File: src/hw/des_pkg.sv
// DES widths, types, lookup tables and permutation functions imported by every RTL module
package des_pkg;

  // ------------------------------------------------
  // Widths
  // ------------------------------------------------
  localparam int BLOCK_W     = 64;
  localparam int HALF_W      = 32;
  localparam int KEY_HALF_W  = 28;
  localparam int ROUND_KEY_W = 48;
  localparam int NUM_ROUNDS  = 16;
  localparam int ROUND_W     = 4;
  localparam int NUM_SBOX    = 8;

  typedef logic [BLOCK_W-1:0]     block_t;
  typedef logic [HALF_W-1:0]      half_t;
  typedef logic [ROUND_KEY_W-1:0] round_key_t;
  typedef logic [ROUND_W-1:0]     round_t;

  // Feistel halves, l in the upper word
  typedef struct packed {
    half_t l;
    half_t r;
  } lr_t;

  typedef struct packed {
    logic [KEY_HALF_W-1:0] c;
    logic [KEY_HALF_W-1:0] d;
  } cd_t;

  // ------------------------------------------------
  // Tables, bit 1 is the MSB as in the standard
  // ------------------------------------------------
  localparam int IP_TABLE [BLOCK_W] = '{
    58, 50, 42, 34, 26, 18, 10, 2, 60, 52, 44, 36, 28, 20, 12, 4,
    62, 54, 46, 38, 30, 22, 14, 6, 64, 56, 48, 40, 32, 24, 16, 8,
    57, 49, 41, 33, 25, 17, 9,  1, 59, 51, 43, 35, 27, 19, 11, 3,
    61, 53, 45, 37, 29, 21, 13, 5, 63, 55, 47, 39, 31, 23, 15, 7
  };

  localparam int FP_TABLE [BLOCK_W] = '{
    40, 8, 48, 16, 56, 24, 64, 32, 39, 7, 47, 15, 55, 23, 63, 31,
    38, 6, 46, 14, 54, 22, 62, 30, 37, 5, 45, 13, 53, 21, 61, 29,
    36, 4, 44, 12, 52, 20, 60, 28, 35, 3, 43, 11, 51, 19, 59, 27,
    34, 2, 42, 10, 50, 18, 58, 26, 33, 1, 41, 9,  49, 17, 57, 25
  };

  localparam int E_TABLE [ROUND_KEY_W] = '{
    32, 1,  2,  3,  4,  5,  4,  5,  6,  7,  8,  9,
    8,  9,  10, 11, 12, 13, 12, 13, 14, 15, 16, 17,
    16, 17, 18, 19, 20, 21, 20, 21, 22, 23, 24, 25,
    24, 25, 26, 27, 28, 29, 28, 29, 30, 31, 32, 1
  };

  localparam int P_TABLE [HALF_W] = '{
    16, 7, 20, 21, 29, 12, 28, 17, 1,  15, 23, 26, 5,  18, 31, 10,
    2,  8, 24, 14, 32, 27, 3,  9,  19, 13, 30, 6,  22, 11, 4,  25
  };

  localparam int PC1_TABLE [2*KEY_HALF_W] = '{
    57, 49, 41, 33, 25, 17, 9,  1,  58, 50, 42, 34, 26, 18,
    10, 2,  59, 51, 43, 35, 27, 19, 11, 3,  60, 52, 44, 36,
    63, 55, 47, 39, 31, 23, 15, 7,  62, 54, 46, 38, 30, 22,
    14, 6,  61, 53, 45, 37, 29, 21, 13, 5,  28, 20, 12, 4
  };

  localparam int PC2_TABLE [ROUND_KEY_W] = '{
    14, 17, 11, 24, 1,  5,  3,  28, 15, 6,  21, 10,
    23, 19, 12, 4,  26, 8,  16, 7,  27, 20, 13, 2,
    41, 52, 31, 37, 47, 55, 30, 40, 51, 45, 33, 48,
    44, 49, 39, 56, 34, 53, 46, 42, 50, 36, 29, 32
  };

  // Left rotation per round, also used in reverse for decryption
  localparam int KEY_SHIFT [NUM_ROUNDS] = '{
    1, 1, 2, 2, 2, 2, 2, 2, 1, 2, 2, 2, 2, 2, 2, 1
  };

  // Index is {outer bits, inner four bits}, four rows of 16
  localparam logic [3:0] SBOX [NUM_SBOX][64] = '{
    '{14, 4, 13, 1, 2, 15, 11, 8, 3, 10, 6, 12, 5, 9, 0, 7,
      0, 15, 7, 4, 14, 2, 13, 1, 10, 6, 12, 11, 9, 5, 3, 8,
      4, 1, 14, 8, 13, 6, 2, 11, 15, 12, 9, 7, 3, 10, 5, 0,
      15, 12, 8, 2, 4, 9, 1, 7, 5, 11, 3, 14, 10, 0, 6, 13},
    '{15, 1, 8, 14, 6, 11, 3, 4, 9, 7, 2, 13, 12, 0, 5, 10,
      3, 13, 4, 7, 15, 2, 8, 14, 12, 0, 1, 10, 6, 9, 11, 5,
      0, 14, 7, 11, 10, 4, 13, 1, 5, 8, 12, 6, 9, 3, 2, 15,
      13, 8, 10, 1, 3, 15, 4, 2, 11, 6, 7, 12, 0, 5, 14, 9},
    '{10, 0, 9, 14, 6, 3, 15, 5, 1, 13, 12, 7, 11, 4, 2, 8,
      13, 7, 0, 9, 3, 4, 6, 10, 2, 8, 5, 14, 12, 11, 15, 1,
      13, 6, 4, 9, 8, 15, 3, 0, 11, 1, 2, 12, 5, 10, 14, 7,
      1, 10, 13, 0, 6, 9, 8, 7, 4, 15, 14, 3, 11, 5, 2, 12},
    '{7, 13, 14, 3, 0, 6, 9, 10, 1, 2, 8, 5, 11, 12, 4, 15,
      13, 8, 11, 5, 6, 15, 0, 3, 4, 7, 2, 12, 1, 10, 14, 9,
      10, 6, 9, 0, 12, 11, 7, 13, 15, 1, 3, 14, 5, 2, 8, 4,
      3, 15, 0, 6, 10, 1, 13, 8, 9, 4, 5, 11, 12, 7, 2, 14},
    '{2, 12, 4, 1, 7, 10, 11, 6, 8, 5, 3, 15, 13, 0, 14, 9,
      14, 11, 2, 12, 4, 7, 13, 1, 5, 0, 15, 10, 3, 9, 8, 6,
      4, 2, 1, 11, 10, 13, 7, 8, 15, 9, 12, 5, 6, 3, 0, 14,
      11, 8, 12, 7, 1, 14, 2, 13, 6, 15, 0, 9, 10, 4, 5, 3},
    '{12, 1, 10, 15, 9, 2, 6, 8, 0, 13, 3, 4, 14, 7, 5, 11,
      10, 15, 4, 2, 7, 12, 9, 5, 6, 1, 13, 14, 0, 11, 3, 8,
      9, 14, 15, 5, 2, 8, 12, 3, 7, 0, 4, 10, 1, 13, 11, 6,
      4, 3, 2, 12, 9, 5, 15, 10, 11, 14, 1, 7, 6, 0, 8, 13},
    '{4, 11, 2, 14, 15, 0, 8, 13, 3, 12, 9, 7, 5, 10, 6, 1,
      13, 0, 11, 7, 4, 9, 1, 10, 14, 3, 5, 12, 2, 15, 8, 6,
      1, 4, 11, 13, 12, 3, 7, 14, 10, 15, 6, 8, 0, 5, 9, 2,
      6, 11, 13, 8, 1, 4, 10, 7, 9, 5, 0, 15, 14, 2, 3, 12},
    '{13, 2, 8, 4, 6, 15, 11, 1, 10, 9, 3, 14, 5, 0, 12, 7,
      1, 15, 13, 8, 10, 3, 7, 4, 12, 5, 6, 11, 0, 14, 9, 2,
      7, 11, 4, 1, 9, 12, 14, 2, 0, 6, 10, 13, 15, 3, 5, 8,
      2, 1, 14, 7, 4, 10, 8, 13, 15, 12, 9, 0, 3, 5, 6, 11}
  };

  // ------------------------------------------------
  // Permutations
  // ------------------------------------------------
  function automatic block_t ip_perm(input block_t din);
    block_t dout;
    for (int i = 0; i < BLOCK_W; i++) begin
      dout[BLOCK_W-1-i] = din[BLOCK_W-IP_TABLE[i]];
    end
    return dout;
  endfunction

  function automatic block_t fp_perm(input block_t din);
    block_t dout;
    for (int i = 0; i < BLOCK_W; i++) begin
      dout[BLOCK_W-1-i] = din[BLOCK_W-FP_TABLE[i]];
    end
    return dout;
  endfunction

  function automatic round_key_t e_expand(input half_t din);
    round_key_t dout;
    for (int i = 0; i < ROUND_KEY_W; i++) begin
      dout[ROUND_KEY_W-1-i] = din[HALF_W-E_TABLE[i]];
    end
    return dout;
  endfunction

  function automatic half_t p_perm(input half_t din);
    half_t dout;
    for (int i = 0; i < HALF_W; i++) begin
      dout[HALF_W-1-i] = din[HALF_W-P_TABLE[i]];
    end
    return dout;
  endfunction

  // Parity bits of the key are dropped here
  function automatic cd_t pc1_perm(input block_t key);
    logic [2*KEY_HALF_W-1:0] cd;
    for (int i = 0; i < 2*KEY_HALF_W; i++) begin
      cd[2*KEY_HALF_W-1-i] = key[BLOCK_W-PC1_TABLE[i]];
    end
    return cd_t'(cd);
  endfunction

  function automatic round_key_t pc2_perm(input cd_t cd);
    logic [2*KEY_HALF_W-1:0] flat;
    round_key_t              dout;
    flat = cd;
    for (int i = 0; i < ROUND_KEY_W; i++) begin
      dout[ROUND_KEY_W-1-i] = flat[2*KEY_HALF_W-PC2_TABLE[i]];
    end
    return dout;
  endfunction

endpackage

File: src/hw/des_control.sv
// Round sequencer for the DES core, accepts a strobe when idle and runs the 16 rounds
`timescale 1ns/1ps

module des_control (
  input  logic            clk,
  input  logic            rst_n,
  input  logic            encipher_en,
  input  logic            decipher_en,
  output logic            start,
  output logic            decrypt,
  output des_pkg::round_t round,
  output logic            round_en,
  output logic            ready
);
  import des_pkg::*;

  logic decrypt_q;
  logic last_round;

  assign ready = ~round_en;

  // Strobes while busy are simply dropped
  assign start = ready & (encipher_en | decipher_en);

  // Encipher wins when both strobes arrive together
  assign decrypt = start ? (decipher_en & ~encipher_en) : decrypt_q;

  assign last_round = (round == round_t'(NUM_ROUNDS - 1));

  always_ff @(posedge clk or negedge rst_n) begin
    if (!rst_n) begin
      round_en <= 1'b0;
    end else if (start) begin
      round_en <= 1'b1;
    end else if (round_en && last_round) begin
      round_en <= 1'b0;
    end
  end

  // Wraps back to zero on the last round edge
  always_ff @(posedge clk or negedge rst_n) begin
    if (!rst_n) begin
      round <= '0;
    end else if (start) begin
      round <= '0;
    end else if (round_en) begin
      round <= round + 1'b1;
    end
  end

  always_ff @(posedge clk or negedge rst_n) begin
    if (!rst_n) begin
      decrypt_q <= 1'b0;
    end else if (start) begin
      decrypt_q <= decrypt;
    end
  end

endmodule

File: src/hw/des_key_schedule.sv
// DES key schedule with PC1 load, per-round C/D rotation and the PC2 subkey output
`timescale 1ns/1ps

module des_key_schedule (
  input  logic                clk,
  input  logic                rst_n,
  input  logic                start,
  input  logic                decrypt,
  input  logic                round_en,
  input  des_pkg::round_t     round,
  input  des_pkg::block_t     key_in,
  output des_pkg::round_key_t round_key
);
  import des_pkg::*;

  cd_t    cd_q;
  cd_t    cd_load;
  round_t shift_idx;
  logic   shift_two;

  function automatic logic [KEY_HALF_W-1:0] rot_left(
    input logic [KEY_HALF_W-1:0] v,
    input logic                  two
  );
    return two ? {v[KEY_HALF_W-3:0], v[KEY_HALF_W-1:KEY_HALF_W-2]}
               : {v[KEY_HALF_W-2:0], v[KEY_HALF_W-1]};
  endfunction

  function automatic logic [KEY_HALF_W-1:0] rot_right(
    input logic [KEY_HALF_W-1:0] v,
    input logic                  two
  );
    return two ? {v[1:0], v[KEY_HALF_W-1:2]}
               : {v[0], v[KEY_HALF_W-1:1]};
  endfunction

  // Encrypt looks ahead to the next round, decrypt undoes the round just used
  assign shift_idx = decrypt ? ~round : round + 1'b1;
  assign shift_two = (KEY_SHIFT[shift_idx] == 2);

  // C0/D0 unrotated is already the round 16 state for decryption
  always_comb begin
    cd_load = pc1_perm(key_in);
    if (!decrypt) begin
      cd_load.c = rot_left(cd_load.c, KEY_SHIFT[0] == 2);
      cd_load.d = rot_left(cd_load.d, KEY_SHIFT[0] == 2);
    end
  end

  always_ff @(posedge clk or negedge rst_n) begin
    if (!rst_n) begin
      cd_q <= '0;
    end else if (start) begin
      cd_q <= cd_load;
    end else if (round_en) begin
      if (decrypt) begin
        cd_q.c <= rot_right(cd_q.c, shift_two);
        cd_q.d <= rot_right(cd_q.d, shift_two);
      end else begin
        cd_q.c <= rot_left(cd_q.c, shift_two);
        cd_q.d <= rot_left(cd_q.d, shift_two);
      end
    end
  end

  assign round_key = pc2_perm(cd_q);

endmodule

File: src/hw/des_feistel_f.sv
// Combinational DES round function f(R, K) built from expansion, S-boxes and P
`timescale 1ns/1ps

module des_feistel_f (
  input  des_pkg::half_t      r_half,
  input  des_pkg::round_key_t round_key,
  output des_pkg::half_t      f_out
);
  import des_pkg::*;

  round_key_t mixed;
  half_t      s_out;

  assign mixed = e_expand(r_half) ^ round_key;

  // ------------------------------------------------
  // S-box substitution, 6 bits in and 4 bits out each
  // ------------------------------------------------
  for (genvar g = 0; g < NUM_SBOX; g++) begin : g_sbox
    logic [5:0] grp;

    assign grp = mixed[ROUND_KEY_W-1-6*g -: 6];
    // Row from the outer bits, column from the inner four
    assign s_out[HALF_W-1-4*g -: 4] = SBOX[g][{grp[5], grp[0], grp[4:1]}];
  end

  assign f_out = p_perm(s_out);

endmodule

File: src/hw/des_block_reg.sv
// L/R half-block register of the DES core with IP on load and FP on the result
`timescale 1ns/1ps

module des_block_reg (
  input  logic            clk,
  input  logic            rst_n,
  input  logic            start,
  input  logic            round_en,
  input  des_pkg::block_t data_in,
  input  des_pkg::half_t  f_out,
  output des_pkg::half_t  r_half,
  output des_pkg::block_t result
);
  import des_pkg::*;

  lr_t lr_q;

  always_ff @(posedge clk or negedge rst_n) begin
    if (!rst_n) begin
      lr_q <= '0;
    end else if (start) begin
      lr_q <= lr_t'(ip_perm(data_in));
    end else if (round_en) begin
      lr_q.l <= lr_q.r;
      lr_q.r <= lr_q.l ^ f_out;
    end
  end

  assign r_half = lr_q.r;

  // Last round has no swap, so R16 goes on top
  assign result = fp_perm({lr_q.r, lr_q.l});

endmodule

File: src/hw/des_core.sv
// Top of the iterative DES engine, one Feistel round per clock in either direction
`timescale 1ns/1ps

module des_core (
  input  logic            clk,
  input  logic            rst_n,
  input  logic            des_encipher_en,
  input  logic            des_decipher_en,
  input  des_pkg::block_t des_data,
  input  des_pkg::block_t des_key_in,
  output logic            desc_ready,
  output des_pkg::block_t desc_result
);
  import des_pkg::*;

  logic       start;
  logic       decrypt;
  logic       round_en;
  round_t     round;
  round_key_t round_key;
  half_t      r_half;
  half_t      f_out;

  des_control u_control (
    .clk         (clk),
    .rst_n       (rst_n),
    .encipher_en (des_encipher_en),
    .decipher_en (des_decipher_en),
    .start       (start),
    .decrypt     (decrypt),
    .round       (round),
    .round_en    (round_en),
    .ready       (desc_ready)
  );

  des_key_schedule u_key_schedule (
    .clk       (clk),
    .rst_n     (rst_n),
    .start     (start),
    .decrypt   (decrypt),
    .round_en  (round_en),
    .round     (round),
    .key_in    (des_key_in),
    .round_key (round_key)
  );

  des_feistel_f u_feistel (
    .r_half    (r_half),
    .round_key (round_key),
    .f_out     (f_out)
  );

  des_block_reg u_block (
    .clk      (clk),
    .rst_n    (rst_n),
    .start    (start),
    .round_en (round_en),
    .data_in  (des_data),
    .f_out    (f_out),
    .r_half   (r_half),
    .result   (desc_result)
  );

endmodule

File: config.mk
export PLATFORM = sky130hd
export DESIGN_NAME = des_core
export DESIGN_NICKNAME = d
export VERILOG_FILES = /design/src/hw/des_pkg.sv /design/src/hw/des_control.sv /design/src/hw/des_key_schedule.sv /design/src/hw/des_feistel_f.sv /design/src/hw/des_block_reg.sv /design/src/hw/des_core.sv
export SDC_FILE = /design/constraint.sdc
export NUM_CORES = 1
export LEC_CHECK = 0
export BUFFER_PORTS_ARGS = -buffer_cell sky130_fd_sc_hd__buf_4
export CAP_MARGIN = 15
export CORE_UTILIZATION = 60
export CTS_CLUSTER_SIZE = 30
export DETAILED_ROUTE_END_ITERATION = 6
export HOLD_SLACK_MARGIN = 0.06
export MAX_ROUTING_LAYER = met4
export PLACE_DENSITY = 0.88
export SLEW_MARGIN = 20
export SYNTH_ARGS = -nofsm -noshare
export SYNTH_HDL_FRONTEND = slang
export SYNTH_SLANG_ARGS = --single-unit
File: constraint.sdc
create_clock -name clk -period 3.35 [get_ports clk]
set_input_delay 0.67 -clock clk [delete_from_list [all_inputs] [get_ports clk]]
set_output_delay 0.67 -clock clk [all_outputs]
set_load 0.1 [all_outputs]
* Word-level counts from Yosys, hierarchy flattened
Memory sizes are Yosys's and may differ from the RTL's.
Cells that the tools add are included.
** Cells by class
- Add/subtract/negate cells :: 1
- $mul :: 0
- Div/mod/pow operators :: 0
- Magnitude comparators :: 9
- Eq/ne operators :: 2
- Shifts and indexed selects :: 0
- Muxes and demuxes :: 34
- Bitwise operators :: 17
- Reduce and logical (&&, ||, !) cells :: 3
** Operators by type and width (number)
- 2-to-1 mux 56 bit :: 4
- 2-to-1 mux 64 bit :: 2
- 2-to-1 mux 28 bit :: 4
- 2-to-1 mux 4 bit :: 19
- 2-to-1 mux 32 bit :: 2
- >= comparator 7 bit (second input constant) :: 8
- NOT 6 -> 7 bit :: 8
- XOR 48 bit :: 1
- == test 32 x 3 -> 1 bit (second input constant) :: 1
- XOR 32 bit :: 1
- >= comparator 5 bit (second input constant) :: 1
- NOT 4 -> 5 bit :: 1
- adder 4 x 1 -> 4 bit (second input constant) :: 1
- == test 4 bit (second input constant) :: 1
- NOT 4 bit :: 1
- nonzero test 2 bit :: 2
- 2-to-1 mux 1 bit :: 3
- bitwise AND 1 bit :: 2
- NOT 1 bit :: 2
- logical AND 1 bit :: 1
- OR 1 bit :: 1
** Word-level totals
- Bits in registers :: 126
- Latch bits :: 0
- RAM bits :: 0
- Bits in read-only memories :: 2560
- Input bits :: 132
- Output and inout port bits :: 65
- Logic and storage cells :: 82
- Memories kept :: 9
** Memory list
- (name not given) :: depth 16, width 32, read ports 1, clocked after Yosys merged registers in 0, write ports 0, line des_key_schedule.sv:39 : assign shift_two = (KEY_SHIFT[shift_idx] == 2);
- (name not given) :: depth 64, width 4, read ports 1, clocked after Yosys merged registers in 0, write ports 0, line des_feistel_f.sv:24 : assign s_out[HALF_W-1-4*g -: 4] = SBOX[g][{grp[5], grp[0], grp[4:1]}];
- (name not given) :: depth 64, width 4, read ports 1, clocked after Yosys merged registers in 0, write ports 0, line des_feistel_f.sv:24
- (name not given) :: depth 64, width 4, read ports 1, clocked after Yosys merged registers in 0, write ports 0, line des_feistel_f.sv:24
- (name not given) :: depth 64, width 4, read ports 1, clocked after Yosys merged registers in 0, write ports 0, line des_feistel_f.sv:24
- (name not given) :: depth 64, width 4, read ports 1, clocked after Yosys merged registers in 0, write ports 0, line des_feistel_f.sv:24
- +3 memories

* Depth between registers and ports, before layout
- Word-level depth :: 13
- Mapped depth :: 12
- Gate-level depth less buffers :: 10

* By module
Synthesis repeated with hierarchy kept, for this count alone.
** Unflattened totals
- Cell total of the unflattened synthesis :: 1820
- Area total of the unflattened synthesis :: 15965.3 um2
** Modules (own cells, without submodules)
- des_key_schedule :: instances 1, cells each 772, area each 6771.5 um2, sequential area each 1401.3 um2
- des_feistel_f :: instances 1, cells each 675, area each 5236.3 um2, sequential area each 0.0 um2
- des_block_reg :: instances 1, cells each 345, area each 3682.3 um2, sequential area each 1601.5 um2
- des_control :: instances 1, cells each 28, area each 275.3 um2, sequential area each 150.1 um2

* Worst setup path before layout
Ideal clock, no wire load.
- Path kind :: flip-flop to flip-flop
- From :: reg u_block.lr_q (netlist bit u_block.r_half[4])
- To :: reg u_block.lr_q (netlist bit u_block.r_half[0])
- Setup time :: 0.142 ns
- Arrival time :: 3.208 ns
- Required time :: 3.208 ns
- Path slack :: 0.000 ns
- Cell stages (with the launch flop) :: 11
- Buffers on the path :: 2
- Clock period less this slack :: 3.350 ns
- Cells stage by stage :: dfrtp_1 clkbuf_1 xor2_1 ha_1 clkbuf_1 mux4_2 nor2b_1 a31oi_1 xnor2_1 o22ai_1 a31oi_1
** On the way
- Cells in the longest elaborated chain, start to end :: 8
** Ends and longest elaborated chain
- start, declared :: line des_block_reg.sv:16 : lr_t lr_q;
- start signal, assigned :: line des_block_reg.sv:22 : lr_q <= lr_t'(ip_perm(data_in));
- XOR 48 bit :: line des_feistel_f.sv:14 : assign mixed = e_expand(r_half) ^ round_key;
- NOT 6 -> 7 bit (implied by the code) :: line des_feistel_f.sv:24
- memory read (64 x 4 bit)
- 2-to-1 mux 4 bit (implied by the code) (2 in series) :: line des_feistel_f.sv:24
- XOR 32 bit :: line des_block_reg.sv:25 : lr_q.r <= lr_q.l ^ f_out;
- 2-to-1 mux 64 bit :: line des_block_reg.sv:23 : end else if (round_en) begin
- 2-to-1 mux 64 bit :: line des_block_reg.sv:21 : end else if (start) begin
No other way between the ends. The select of a mux whose other input is x is not followed.
A chain may end at the register's enable or synchronous reset.

* Worst setup path after layout
- From :: reg u_key_schedule.cd_q (netlist bit u_key_schedule.round_key[26])
- To :: reg u_block.lr_q (netlist bit u_block.r_half[6])
** On the way
- Cells in the longest elaborated chain, start to end :: 8
** Ends and longest elaborated chain
- start, declared :: line des_key_schedule.sv:16 : cd_t cd_q;
- start signal, assigned :: line des_key_schedule.sv:54 : cd_q <= cd_load;
- XOR 48 bit :: line des_feistel_f.sv:14
- NOT 6 -> 7 bit (implied by the code) :: line des_feistel_f.sv:24
- memory read (64 x 4 bit)
- 2-to-1 mux 4 bit (implied by the code) (2 in series) :: line des_feistel_f.sv:24
- XOR 32 bit :: line des_block_reg.sv:25
- 2-to-1 mux 64 bit :: line des_block_reg.sv:23
- 2-to-1 mux 64 bit :: line des_block_reg.sv:21
No other way between the ends. The select of a mux whose other input is x is not followed.

==> qor.txt <==
Final Setup Violations: 0
# Post-CTS Setup Buffers: 0
outcome: completed
number of global-route vias before repair: 14000
count leader, synth: nor3_1
antenna violations before repair: 0
Die Width: 156 um
Async SR Flop Fraction: 100%
DRT iter0 DRCs: 1600
Placeable Area: 22900 sq um
syn_area_per_cell: 8.19 sq um
Max Fclk: 325 MHz
Post-Synthesis Cells: 1733
Clk Latency, worst-skew pair: 440 ps
Final Hold Viols: 0
routed wire length: 47.4 mm
Initial Utilization: 62.0%
Placement Setup Slack: 343 ps
WS Path Type: flop to flop
Slowest-stage cell, CP: xnor2_1
ant diodes: 0
wire per inst: 21.8 um
max-slew violation count: 0
max-cap violations: 0
nature of the critical path endpoint: flop
share of layout cells above drive strength 1: 22.9%
critical path cell sequence: xnor2_1, inv_1, ha_1, mux4_1, nand2_1, o41ai_1, mux2_2, xnor2_1, a21oi_1
H-tree depth: 4
#FFs+latches synth: 126
Synth-to-Final Area Change: 17.4%
top cell type's share of synthesized area: 22.2%
Post-synth EDFFs: 0
post-CTS resize count: 0
Post-route DRC: 0
pin count of the biggest net entering global routing: 112
yosys warns: 0
critical path startpoint category: flop
CTS Root Cell: clkbuf_16
unrepaired setup endpoints after global routing: false
number of CTS-inserted buffers: 17
Most common cell on crit path: xnor2_1
antenna viol nets, final: 0
row count: 55
critical path peak fanout: 9
NumNets Final: 2046
Pre-antenna DRT Iters: 7
clock tree buffer depth: 2
CP arrival: 3340 ps
Tcrit/Tclk final: 91.8%
CTS hold repair buffers: 0
Boundary Pins: 197
Worst-Margin Slew: 1060 ps
Max-slew headroom: 28.9%
Tightest Hold Check Type: primary input to async pin
top cells by count, synth: nor3_1, nor2_1, nand2_1
CP peak stage delay: 710 ps
chip height: 156 um
Via Count: 15200
setup_tns: 0 ps
worst clock skew: 12.9 ps
min Tclk post-route: 3080 ps
Req. time, crit path: 3610 ps
synth unique cells: 80
ys flop type: dfrtp_1
Routability Congestion: 0.982
GR Overflow Total: 0
first-pass GRT wire length: 75.3 mm
DR vias/cell: 6.96
sequential-to-total area share from yosys stat: 22.2%
GRT Util Overall: 40.2%
die area: 24300 sq um
final worst slack: 273 ps
largest cells by area after synthesis: dfrtp_1, mux2i_1, nor3_1
Sink Count: 126
Mapped Nets: 1927
CTS tree: done
dpl hpwl: 33.2 mm
post-synth top area cell: dfrtp_1
mapped cell area: 14200 sq um
IO Port Bufs: 188
CTS clk-pin slew, worst paths: 60 ps
## placed cells by master, fill, tap and decap left out, types with 8 or more instances in the layout
master and n:
buf_4 269, nor3_1 158, nor2_1 153, nand2_1 134, dfrtp_1 124, a211oi_1 101, mux2i_1 95, o21ai_0 77
xnor2_1 72, o22ai_1 63, ha_1 62, a21oi_1 59, xor2_1 56, o221ai_1 38, a2111oi_2 32, inv_1 28
nand3_1 27, mux2_2 22, o211ai_1 20, mux4_2 20, nor2b_1 19, o2111ai_1 18, or3_1 18, clkbuf_16 17
a31oi_1 14, a211oi_2 12, a311oi_1 11, a221oi_1 9, inv_2 8
## final timing paths
path                                              start                       to  slack, ps  cells past startpoint
min                                               rst_n  u_key_schedule.cd_q[34]        190                      1
max                        u_key_schedule.round_key[26]        u_block.r_half[6]        270                      9
max in group asynchronous                         rst_n       u_block.result[33]       2230                      3
min in group clk                           des_data[30]       u_block.result[31]        530                      3
max reg2reg                u_key_schedule.round_key[26]        u_block.r_half[6]        270                      9
min reg2reg                          u_control.round[0]       u_control.round[0]        560                      1
## layout make-up
class | count | area (sq um)
multi-input cells | 1395 | 10200
fillers | 1724 | 6250
flip-flops and latches | 126 | 3160
repair buffers | 275 | 2140
clock buffers | 18 | 439
well taps | 313 | 392
clock inverters | 14 | 205
inverters | 37 | 139
## kinds of logic after synthesis
group | Yosys count | synth area share (%)
adder cells (fa/ha/maj) | 63 | 5.53
AND/OR/NAND/NOR | 537 | 17.1
XOR/XNOR | 138 | 8.83
flip-flops | 126 | 22.2
AO/OA/AOI/OAI | 512 | 27.4
multiplexers | 145 | 12.5
buffers and inverters | 212 | 6.40
## sequential cells by signal, indices dropped and copies added (netlist names)
register                  count
u_control.round               4
u_block.r_half               32
u_key_schedule.cd_q           8
u_control.decrypt_q           1
u_control.round_en            1
u_key_schedule.round_key     48
u_block.result               32
## per-layer routing
layer | vias up | wire (um) | global-route usage (%)
met1 | 7246 | 18300 | 50.9
met2 | 928 | 22200 | 62.3
met5 | - | 0 | -
li1 | 6765 | - | -
met4 | 0 | 2520 | 19.6
met3 | 224 | 4320 | 6.69
## stage by stage
step / hold slack (ps) / instance area, sq um / cells / util, %
after floorplan: 374 / 14200 / 1733 / -
after global routing: 209 / 16700 / 2178 / 72.7
after detailed placement: 552 / 16000 / 2145 / 69.7
final: 186 / 16700 / 2178 / 72.7
after CTS: 431 / 16600 / 2177 / 72.5
after global placement: 541 / 16000 / 2145 / 69.7
## worst max-delay path, delay by kind of cell, from the launching register on
kind / cells / cell delay (ps)
xor gates and xnor gates: 2 / 880
muxes: 2 / 820
DFF: 1 / 500
adders and majority gates: 1 / 300
buffers and inverters: 1 / 160
AOI/OAI and AO/OA: 2 / 150
and+or+nand+nor: 1 / 90
Power is left out: the tool's default activity adds up to more than one toggle a clock period on the data nets, which glitch-free logic cannot reach.
